## src/design/periph_bus_defs.svh

```systemverilog
`ifndef PERIPH_BUS_DEFS_SVH
`define PERIPH_BUS_DEFS_SVH

// bus widths.
`define PB_ADDR_W 12
`define PB_DATA_W 32
`define PB_OFF_W 8

// address map, each peripheral owns a 256-byte window.
`define PB_GPIO_BASE 12'h000
`define PB_TICK_BASE 12'h100

`define PB_GPIO_OUT 8'h00 // output value.
`define PB_GPIO_DIR 8'h04 // direction, 1 drives the pin.
`define PB_GPIO_IN 8'h08 // synchronized pins, read only.

`define PB_TICK_COUNT 8'h00
`define PB_TICK_CMP 8'h04
`define PB_TICK_CTRL 8'h08 // bit 0 enables counting.
`define PB_TICK_STAT 8'h0C // bit 0 is the hit flag, write 1 to clear.

`define PB_TICK_DIV 4 // bus clocks per timer count.

`endif

```

## src/design/periph_bus_pkg.sv

```systemverilog
`include "periph_bus_defs.svh"

package periph_bus_pkg;

    typedef logic [`PB_ADDR_W-1:0] apb_addr_t; // bus address.
    typedef logic [`PB_DATA_W-1:0] bus_word_t; // data word.
    typedef logic [`PB_DATA_W/8-1:0] byte_strb_t; // one bit per byte lane.
    typedef logic [`PB_OFF_W-1:0] reg_off_t; // offset inside a window.

    // Replaces the bytes of old_w whose strobe bit is set.
    function automatic bus_word_t strb_merge(
        input bus_word_t old_w,
        input bus_word_t new_w,
        input byte_strb_t strb
    );
        bus_word_t res;
        res = old_w;
        for (int i = 0; i < `PB_DATA_W/8; i++) begin
            if (strb[i]) res[8*i +: 8] = new_w[8*i +: 8];
        end
        return res;
    endfunction

endpackage

```

## src/design/gpio_regs.sv

```systemverilog
`timescale 1ns/1ps
`include "periph_bus_defs.svh"

module gpio_regs
    import periph_bus_pkg::*;
(
    input  logic       clk,
    input  logic       rst_n_i,
    input  logic       sel_i,
    input  logic       penable_i,
    input  logic       wr_i,
    input  reg_off_t   off_i,
    input  bus_word_t  wdata_i,
    input  byte_strb_t strb_i,
    input  bus_word_t  gpio_in_i,
    output bus_word_t  rdata_o,
    output logic       ready_o,
    output bus_word_t  gpio_out_o,
    output bus_word_t  gpio_dir_o
);

    bus_word_t out_q;
    bus_word_t dir_q;
    bus_word_t in_meta_q;
    bus_word_t in_sync_q;
    logic      access;
    logic      wr_en;

    assign access  = sel_i && penable_i;
    assign wr_en   = access && wr_i;
    assign ready_o = access; // no wait states.

    always_ff @(posedge clk) begin
        if (!rst_n_i) begin
            out_q <= '0;
            dir_q <= '0;
        end else if (wr_en) begin
            case (off_i)
                `PB_GPIO_OUT: out_q <= strb_merge(out_q, wdata_i, strb_i);
                `PB_GPIO_DIR: dir_q <= strb_merge(dir_q, wdata_i, strb_i);
                default: ; // the input register and holes ignore writes.
            endcase
        end
    end

    // two-flop synchronizer on the pins.
    always_ff @(posedge clk) begin
        in_meta_q <= gpio_in_i;
        in_sync_q <= in_meta_q;
    end

    always_comb begin
        case (off_i)
            `PB_GPIO_OUT: rdata_o = out_q;
            `PB_GPIO_DIR: rdata_o = dir_q;
            `PB_GPIO_IN:  rdata_o = in_sync_q;
            default:      rdata_o = '0;
        endcase
    end

    assign gpio_out_o = out_q;
    assign gpio_dir_o = dir_q;

endmodule

```

## src/design/periph_apb_decode.sv

```systemverilog
`timescale 1ns/1ps
`include "periph_bus_defs.svh"

module periph_apb_decode
    import periph_bus_pkg::*;
(
    input  logic       clk,
    input  logic       rst_n_i,
    input  logic       psel_i,
    input  logic       penable_i,
    input  logic       pwrite_i,
    input  apb_addr_t  paddr_i,
    input  bus_word_t  pwdata_i,
    input  byte_strb_t pstrb_i,
    input  bus_word_t  gpio_rdata_i,
    input  bus_word_t  tick_rdata_i,
    input  logic       gpio_ready_i,
    input  logic       tick_ready_i,
    output bus_word_t  prdata_o,
    output logic       pready_o,
    output logic       pslverr_o,
    output logic       gpio_sel_o,
    output logic       tick_sel_o,
    output reg_off_t   off_o,
    output logic       wr_o,
    output bus_word_t  wdata_o,
    output byte_strb_t strb_o
);

    localparam apb_addr_t GPIO_BASE = `PB_GPIO_BASE;
    localparam apb_addr_t TICK_BASE = `PB_TICK_BASE;

    logic [`PB_ADDR_W-`PB_OFF_W-1:0] win;
    logic gpio_hit;
    logic tick_hit;

    // ##########################################################
    // address split and select
    // ##########################################################
    assign win      = paddr_i[`PB_ADDR_W-1:`PB_OFF_W];
    assign gpio_hit = (win == GPIO_BASE[`PB_ADDR_W-1:`PB_OFF_W]);
    assign tick_hit = (win == TICK_BASE[`PB_ADDR_W-1:`PB_OFF_W]);

    assign gpio_sel_o = psel_i && gpio_hit; // held through setup and access.
    assign tick_sel_o = psel_i && tick_hit;

    assign off_o   = paddr_i[`PB_OFF_W-1:0];
    assign wr_o    = pwrite_i;
    assign wdata_o = pwdata_i;
    assign strb_o  = pstrb_i;

    // ##########################################################
    // response mux
    // ##########################################################
    always_comb begin
        pready_o  = 1'b0;
        pslverr_o = 1'b0;
        prdata_o  = '0;
        if (psel_i && penable_i) begin
            if (gpio_sel_o) begin
                pready_o = gpio_ready_i;
                prdata_o = gpio_rdata_i;
            end else if (tick_sel_o) begin
                pready_o = tick_ready_i;
                prdata_o = tick_rdata_i;
            end else begin
                pready_o  = 1'b1; // unmapped window errors out at once.
                pslverr_o = 1'b1;
            end
        end
    end

    // the map never lets both windows claim the same address.
    a_one_sel: assert property (@(posedge clk) disable iff (!rst_n_i)
        $onehot0({gpio_sel_o, tick_sel_o}));

    a_err_no_sel: assert property (@(posedge clk) disable iff (!rst_n_i)
        $rose(pslverr_o) |-> !gpio_sel_o && !tick_sel_o);

endmodule

```

## src/design/periph_bus_top.sv

```systemverilog
`timescale 1ns/1ps

module periph_bus_top
    import periph_bus_pkg::*;
(
    input  logic       clk,
    input  logic       rst_n_i,
    input  logic       psel_i,
    input  logic       penable_i,
    input  logic       pwrite_i,
    input  apb_addr_t  paddr_i,
    input  bus_word_t  pwdata_i,
    input  byte_strb_t pstrb_i,
    output bus_word_t  prdata_o,
    output logic       pready_o,
    output logic       pslverr_o,
    input  bus_word_t  gpio_in_i,
    output bus_word_t  gpio_out_o,
    output bus_word_t  gpio_dir_o,
    output logic       irq_o
);

    bus_word_t  gpio_rdata;
    bus_word_t  tick_rdata;
    bus_word_t  wdata;
    byte_strb_t strb;
    reg_off_t   off;
    logic       gpio_ready;
    logic       tick_ready;
    logic       gpio_sel;
    logic       tick_sel;
    logic       wr;

    periph_apb_decode u_decode (
        .clk         (clk),
        .rst_n_i     (rst_n_i),
        .psel_i      (psel_i),
        .penable_i   (penable_i),
        .pwrite_i    (pwrite_i),
        .paddr_i     (paddr_i),
        .pwdata_i    (pwdata_i),
        .pstrb_i     (pstrb_i),
        .gpio_rdata_i(gpio_rdata),
        .tick_rdata_i(tick_rdata),
        .gpio_ready_i(gpio_ready),
        .tick_ready_i(tick_ready),
        .prdata_o    (prdata_o),
        .pready_o    (pready_o),
        .pslverr_o   (pslverr_o),
        .gpio_sel_o  (gpio_sel),
        .tick_sel_o  (tick_sel),
        .off_o       (off),
        .wr_o        (wr),
        .wdata_o     (wdata),
        .strb_o      (strb)
    );

    gpio_regs u_gpio (
        .clk       (clk),
        .rst_n_i   (rst_n_i),
        .sel_i     (gpio_sel),
        .penable_i (penable_i),
        .wr_i      (wr),
        .off_i     (off),
        .wdata_i   (wdata),
        .strb_i    (strb),
        .gpio_in_i (gpio_in_i),
        .rdata_o   (gpio_rdata),
        .ready_o   (gpio_ready),
        .gpio_out_o(gpio_out_o),
        .gpio_dir_o(gpio_dir_o)
    );

    tick_timer u_tick (
        .clk      (clk),
        .rst_n_i  (rst_n_i),
        .sel_i    (tick_sel),
        .penable_i(penable_i),
        .wr_i     (wr),
        .off_i    (off),
        .wdata_i  (wdata),
        .strb_i   (strb),
        .rdata_o  (tick_rdata),
        .ready_o  (tick_ready),
        .irq_o    (irq_o)
    );

endmodule

```

## src/design/tick_timer.sv

```systemverilog
`timescale 1ns/1ps
`include "periph_bus_defs.svh"

module tick_timer
    import periph_bus_pkg::*;
(
    input  logic       clk,
    input  logic       rst_n_i,
    input  logic       sel_i,
    input  logic       penable_i,
    input  logic       wr_i,
    input  reg_off_t   off_i,
    input  bus_word_t  wdata_i,
    input  byte_strb_t strb_i,
    output bus_word_t  rdata_o,
    output logic       ready_o,
    output logic       irq_o
);

    localparam int DIV_W = (`PB_TICK_DIV > 1) ? $clog2(`PB_TICK_DIV) : 1;
    localparam logic [DIV_W-1:0] DIV_LAST = DIV_W'(`PB_TICK_DIV - 1);

    logic [DIV_W-1:0] div_q;
    bus_word_t        count_q;
    bus_word_t        cmp_q;
    bus_word_t        count_inc;
    logic             en_q;
    logic             hit_q;
    logic             irq_q;
    logic             pend_q;
    logic             access;
    logic             wr_en;
    logic             count_adv;
    logic             count_wr;
    logic             stat_clr;

    // ##########################################################
    // bus side, one wait state per access
    // ##########################################################
    assign access  = sel_i && penable_i;
    assign ready_o = access && pend_q;
    assign wr_en   = ready_o && wr_i; // writes land on the completing edge.

    always_ff @(posedge clk) begin
        if (!rst_n_i) pend_q <= 1'b0;
        else          pend_q <= access && !pend_q;
    end

    assign count_wr = wr_en && (off_i == `PB_TICK_COUNT);
    assign stat_clr = wr_en && (off_i == `PB_TICK_STAT) && strb_i[0] && wdata_i[0];

    always_ff @(posedge clk) begin
        if (!rst_n_i) begin
            cmp_q <= '0;
            en_q  <= 1'b0;
        end else if (wr_en) begin
            if (off_i == `PB_TICK_CMP) cmp_q <= strb_merge(cmp_q, wdata_i, strb_i);
            if (off_i == `PB_TICK_CTRL && strb_i[0]) en_q <= wdata_i[0];
        end
    end

    // ##########################################################
    // prescaler, counter and compare
    // ##########################################################
    assign count_adv = en_q && (div_q == DIV_LAST);
    assign count_inc = count_q + 1'b1;

    always_ff @(posedge clk) begin
        if (!rst_n_i || !en_q) div_q <= '0;
        else                   div_q <= count_adv ? '0 : div_q + 1'b1;
    end

    always_ff @(posedge clk) begin
        if (!rst_n_i) begin
            count_q <= '0;
            hit_q   <= 1'b0;
            irq_q   <= 1'b0;
        end else begin
            if (count_wr)       count_q <= strb_merge(count_q, wdata_i, strb_i);
            else if (count_adv) count_q <= count_inc;
            if (count_adv && !count_wr && count_inc == cmp_q) hit_q <= 1'b1; // set beats clear.
            else if (stat_clr)                                  hit_q <= 1'b0;
            irq_q <= hit_q;
        end
    end

    always_comb begin
        case (off_i)
            `PB_TICK_COUNT: rdata_o = count_q;
            `PB_TICK_CMP:   rdata_o = cmp_q;
            `PB_TICK_CTRL:  rdata_o = bus_word_t'(en_q);
            `PB_TICK_STAT:  rdata_o = bus_word_t'(hit_q);
            default:        rdata_o = '0;
        endcase
    end

    assign irq_o = irq_q;

    // ready only closes an access that was already open the cycle before.
    a_ready_in_access: assert property (@(posedge clk) disable iff (!rst_n_i)
        ready_o |-> access && $past(access));

    a_irq_fall: assert property (@(posedge clk) disable iff (!rst_n_i)
        $fell(irq_o) |-> $past(stat_clr, 2));

endmodule

```

## config.mk

```make
export PLATFORM = sky130hd
export DESIGN_NAME = periph_bus_top
export DESIGN_NICKNAME = d
export VERILOG_FILES = /design/src/design/periph_bus_pkg.sv /design/src/design/gpio_regs.sv /design/src/design/periph_apb_decode.sv /design/src/design/periph_bus_top.sv /design/src/design/tick_timer.sv
export VERILOG_INCLUDE_DIRS = /design/src /design/src/design
export SDC_FILE = /design/constraint.sdc
export NUM_CORES = 1
export LEC_CHECK = 0
export ABC_AREA = 1
export BUFFER_PORTS_ARGS = -buffer_cell sky130_fd_sc_hd__clkbuf_2
export CAP_MARGIN = 25
export CORE_ASPECT_RATIO = 0.8
export CORE_MARGIN = 4
export CORE_UTILIZATION = 54
export DETAILED_ROUTE_END_ITERATION = 8
export GPL_ROUTABILITY_DRIVEN = 0
export PLACE_DENSITY_LB_ADDON = 0.2
export SYNTH_ARGS = -nofsm -noshare
export SYNTH_HDL_FRONTEND = slang
export SYNTH_SLANG_ARGS = --single-unit
```

## constraint.sdc

```tcl
create_clock -name clk -period 3 [get_ports clk]
set_input_delay 0.6 -clock clk [delete_from_list [all_inputs] [get_ports clk]]
set_output_delay 0.6 -clock clk [all_outputs]
set_load 0.01 [all_outputs]
```

==> impl_summary.log <==
[metrics] count of final setup violators: 0
[metrics] number of warnings issued by yosys: 0
[metrics] maximum number of pins on one net before global-route repair: 114
[metrics] worst hold path type: in -> reg
[metrics] per-cell via count in the routed design: around 5.8
[metrics] Slew @ Worst Pin: between 0.6 and 0.7 ns
[metrics] CP Capture Type: output port
[metrics] die width: 157.0 um
[metrics] category of the critical setup timing path: in -> out
[metrics] cell depth of the worst hold path: 1
[metrics] power per cell area: ~460 mW/mm^2
[metrics] max-slew violation count: 0
[metrics] initial detailed-routing violation count: 1327
[metrics] Critical Path RT: 2.40 ns
[metrics] max_slew headroom: 0.5849
[metrics] area of the die: 0.01997 sq mm
[metrics] Initial Util: 0.5519
[metrics] number of cells produced by synthesis: 1387
[metrics] wire length of the first global-routing pass: 51290 um
[metrics] number of enable-type register cells in the synthesized netlist: 0
[metrics] Top Ports: around 180
[metrics] maximum buffer depth of the clock tree: 2
[metrics] number of failing hold endpoints at the final stage: 0
[metrics] critical path fanouts, max: 31
[metrics] maximum clock skew at final layout: approximately 0.013 ns
[metrics] CP arrival: 2.21 ns
[metrics] post-DR wirelength/cell: 18.40 um
[metrics] cell depth of the worst flop-to-flop path: 13
[metrics] FF-to-FF End: u_tick.hit_q$_SDFFE_PN0P_
[metrics] post-route ant nets: 0
[metrics] fraction of layout cells with a size suffix above 1: 0.1825
[metrics] number of buffers created by CTS: 17
[metrics] HPWL Detailed: ~24000 um
[metrics] Synth Net Count: 1474
[metrics] met3 demand-to-capacity share in global routing: 0.09651
[metrics] total DRC errors in the routed layout: 0
[metrics] synthesis-stage register bit count: 198
[metrics] met2 usage: 0.4531
[metrics] hold-critical path endpoint: u_gpio.in_meta_q[2]$_DFF_P_
[metrics] fin crit period: roughly 2.8 ns
[metrics] most frequent cells in the layout: sky130_fd_sc_hd__nand2_1, sky130_fd_sc_hd__dfxtp_1, sky130_fd_sc_hd__clkbuf_2
[metrics] leading cell type in the layout, fill and taps excluded: sky130_fd_sc_hd__nand2_1
[metrics] GRT busiest layer: met1
[metrics] unrepaired setup endpoints after global routing: no
[metrics] P_leak: 4.890 nW
[metrics] count of buffers added by post-CTS timing repair for setup: 0
[metrics] vias in the first global route: 9445
[metrics] number of H-tree levels: 4
[metrics] most common flop cell mapped by yosys: sky130_fd_sc_hd__dfxtp_1
[metrics] post-route insts no fill: 1787
[metrics] via total after detailed routing: between 10000 and 15000
[metrics] post-synthesis instance area: 0.009592 sq mm
[metrics] worst reg-to-reg setup slack: 0.55 ns
[metrics] max_cap viols: 0
[metrics] initial antenna violation count: 0
[metrics] Clock Pin Slew Worst Setup and Hold Paths: roughly 0.08 ns
[metrics] Total Routing Usage GR: 0.3267
[metrics] total power of the final layout: 5.250 mW
[metrics] TritonCTS clock tree: yes
[metrics] final-stage net count: 1636
[metrics] peak ir drop on the vdd network: approximately 0.38 mV
[metrics] Ant. Diodes: 0
[metrics] sequential cell area fraction in the yosys report: 0.4133
[metrics] grt total ovfl: 0
[metrics] final period utilization: 0.9354
[metrics] outcome: completed
[metrics] total instance count after detailed placement: 1755
[metrics] clock insertion delay at the later pin of the skew report: 0.44 ns
[metrics] Worst Hold Launch: gpio_in_i[2]
[metrics] total negative slack for setup checks: 0 ns
[metrics] critical path launch point type: input pin
[metrics] floorplan core area: 0.01738 sq mm
[metrics] Synth Area per Inst: 6.915 sq um
[metrics] cell at the root of the clock tree: sky130_fd_sc_hd__clkbuf_16
[metrics] clk sinks: approximately 200
[metrics] number of distinct library cells after synthesis: 37
[metrics] worst flop-to-flop path startpoint: u_tick.count_q[1]$_SDFFE_PN0P_
[metrics] highest attainable clock frequency: roughly 360 MHz
[metrics] DRT Wirelength: 32880 um
[metrics] number of placement rows: 43
[metrics] M1 GR Usage: 0.4907
[metrics] number of port buffers: between 150 and 200
[metrics] fraction of registers with async set/reset: 0
[metrics] y dimension of the die: roughly 130 um
[metrics] hold-fix buffers at CTS: 0
[metrics] drt pass-1 iters: 6
[metrics] Fin Hold WS: around 0.25 ns
[metrics] Area growth, synth to finish: 18.64%
[final cells by class]
| cell class | instances | area (sq um) |
|---|---|---|
| Clock buffer | 17 | 425.4 |
| Timing Repair Buffer | 203 | 1116 |
| Tap cell | 225 | 281.5 |
| Sequential cell | 198 | 3964 |
| Fill cell | 1540 | 5998 |
| Inverter | 186 | 699.4 |
| Multi-Input combinational cell | 943 | 4698 |
| Clock inverter | 15 | 195.2 |
[worst max path at each step]
stage	from	end	cells after the start
6_report	paddr_i[1]	prdata_o[18]	10
5_1_grt	paddr_i[1]	prdata_o[2]	10
4_1_cts	paddr_i[1]	prdata_o[22]	10
3_5_place_dp	paddr_i[1]	prdata_o[22]	10
3_3_place_gp	paddr_i[1]	prdata_o[18]	10
2_1_floorplan	paddr_i[1]	prdata_o[14]	10
[kinds of logic (layout without fill, tap and decap cells)]
| logic type | Yosys count | after routing | synth area share |
|---|---|---|---|
| buffers and inverters | 246 | 421 | 0.09888 |
| adders and majority gates | 2 | 2 | 0.002609 |
| AOI/OAI and AO/OA | 361 | 361 | 0.2064 |
| and+or+nand+nor | 572 | 572 | 0.2672 |
| DFF | 198 | 198 | 0.4133 |
| xor gates and xnor gates | 8 | 8 | 0.01174 |
[state kept, by name, summed over array words and instances (netlist names)]
name and cells:
u_gpio.in_sync_q 32, u_tick.div_q 2, u_gpio.in_meta_q 32, u_tick.hit_q 1, u_tick.count_q 32, u_tick.pend_q 1
u_tick.en_q 1, u_gpio.gpio_out_o 32, u_tick.irq_o 1, u_tick.cmp_q 32, u_gpio.gpio_dir_o 32
[Yosys cell counts (4+ instances only)]
master | instances | area share
sky130_fd_sc_hd__nor4_1 | 23 | 0.015
sky130_fd_sc_hd__nand3_1 | 86 | 0.045
sky130_fd_sc_hd__nor2_2 | 5 | 0.0033
sky130_fd_sc_hd__inv_1 | 177 | 0.069
sky130_fd_sc_hd__nor2_1 | 117 | 0.046
sky130_fd_sc_hd__buf_2 | 7 | 0.0037
sky130_fd_sc_hd__xor2_1 | 4 | 0.0037
sky130_fd_sc_hd__nand2_1 | 300 | 0.12
sky130_fd_sc_hd__o21ai_0 | 151 | 0.079
sky130_fd_sc_hd__dfxtp_1 | 198 | 0.41
sky130_fd_sc_hd__inv_2 | 5 | 0.0020
sky130_fd_sc_hd__a211oi_1 | 10 | 0.0078
sky130_fd_sc_hd__clkbuf_1 | 42 | 0.016
sky130_fd_sc_hd__a21oi_1 | 137 | 0.071
sky130_fd_sc_hd__o221ai_1 | 24 | 0.022
sky130_fd_sc_hd__o22ai_1 | 30 | 0.020
sky130_fd_sc_hd__buf_4 | 4 | 0.0031
sky130_fd_sc_hd__buf_1 | 7 | 0.0027
sky130_fd_sc_hd__nand2_2 | 13 | 0.0085
sky130_fd_sc_hd__nor3_2 | 5 | 0.0052
sky130_fd_sc_hd__nor2_4 | 8 | 0.0094
sky130_fd_sc_hd__o211ai_1 | 4 | 0.0031
[through the flow]
stage	cell area, sq um	setup slack (ns)	utilization
after floorplan	9592	0.5683	-
after global placement	10740	0.2320	0.6180
after detailed placement	10740	0.1861	0.6180
after CTS	11360	0.1913	0.6538
after global routing	11380	0.04798	0.6548
final	11380	0.1939	0.6548
[layer usage]
layer  wire length, um  vias to the layer above  part of all wire
met5                 0                        -                 0
met4               825                        0             0.025
met3              4860                       71              0.15
met2             13220                      731              0.40
met1             13980                     4716              0.43
li1                  -                     4900                 -
[report_power, final]
part,internal (mW),total (mW),switching [mW]
clock,1.15,2.37,1.22
combinational,0.0640,0.202,0.138
sequential,2.67,2.68,0.0102
total,3.88,5.25,1.37
[what timing repair did]
| action | 4_1_cts | 5_1_grt |
|---|---|---|
| gates resized for setup | 0 | 3 |
| endpoints found under the setup margin | 0 | 2 |
| hold endpoints to repair | 0 | 0 |
[critical path: stages]
cell and delay, ns:
sky130_fd_sc_hd__clkbuf_2 0.08, sky130_fd_sc_hd__nor2_2 0.13, sky130_fd_sc_hd__nand3_1 0.13, sky130_fd_sc_hd__nor2_4 0.12, sky130_fd_sc_hd__inv_2 0.14, sky130_fd_sc_hd__buf_12 0.21, sky130_fd_sc_hd__o22ai_1 0.28, sky130_fd_sc_hd__nand2_1 0.13
sky130_fd_sc_hd__a21oi_1 0.21, sky130_fd_sc_hd__clkbuf_2 0.16
Note: power is estimated with default switching activity, not from simulation.
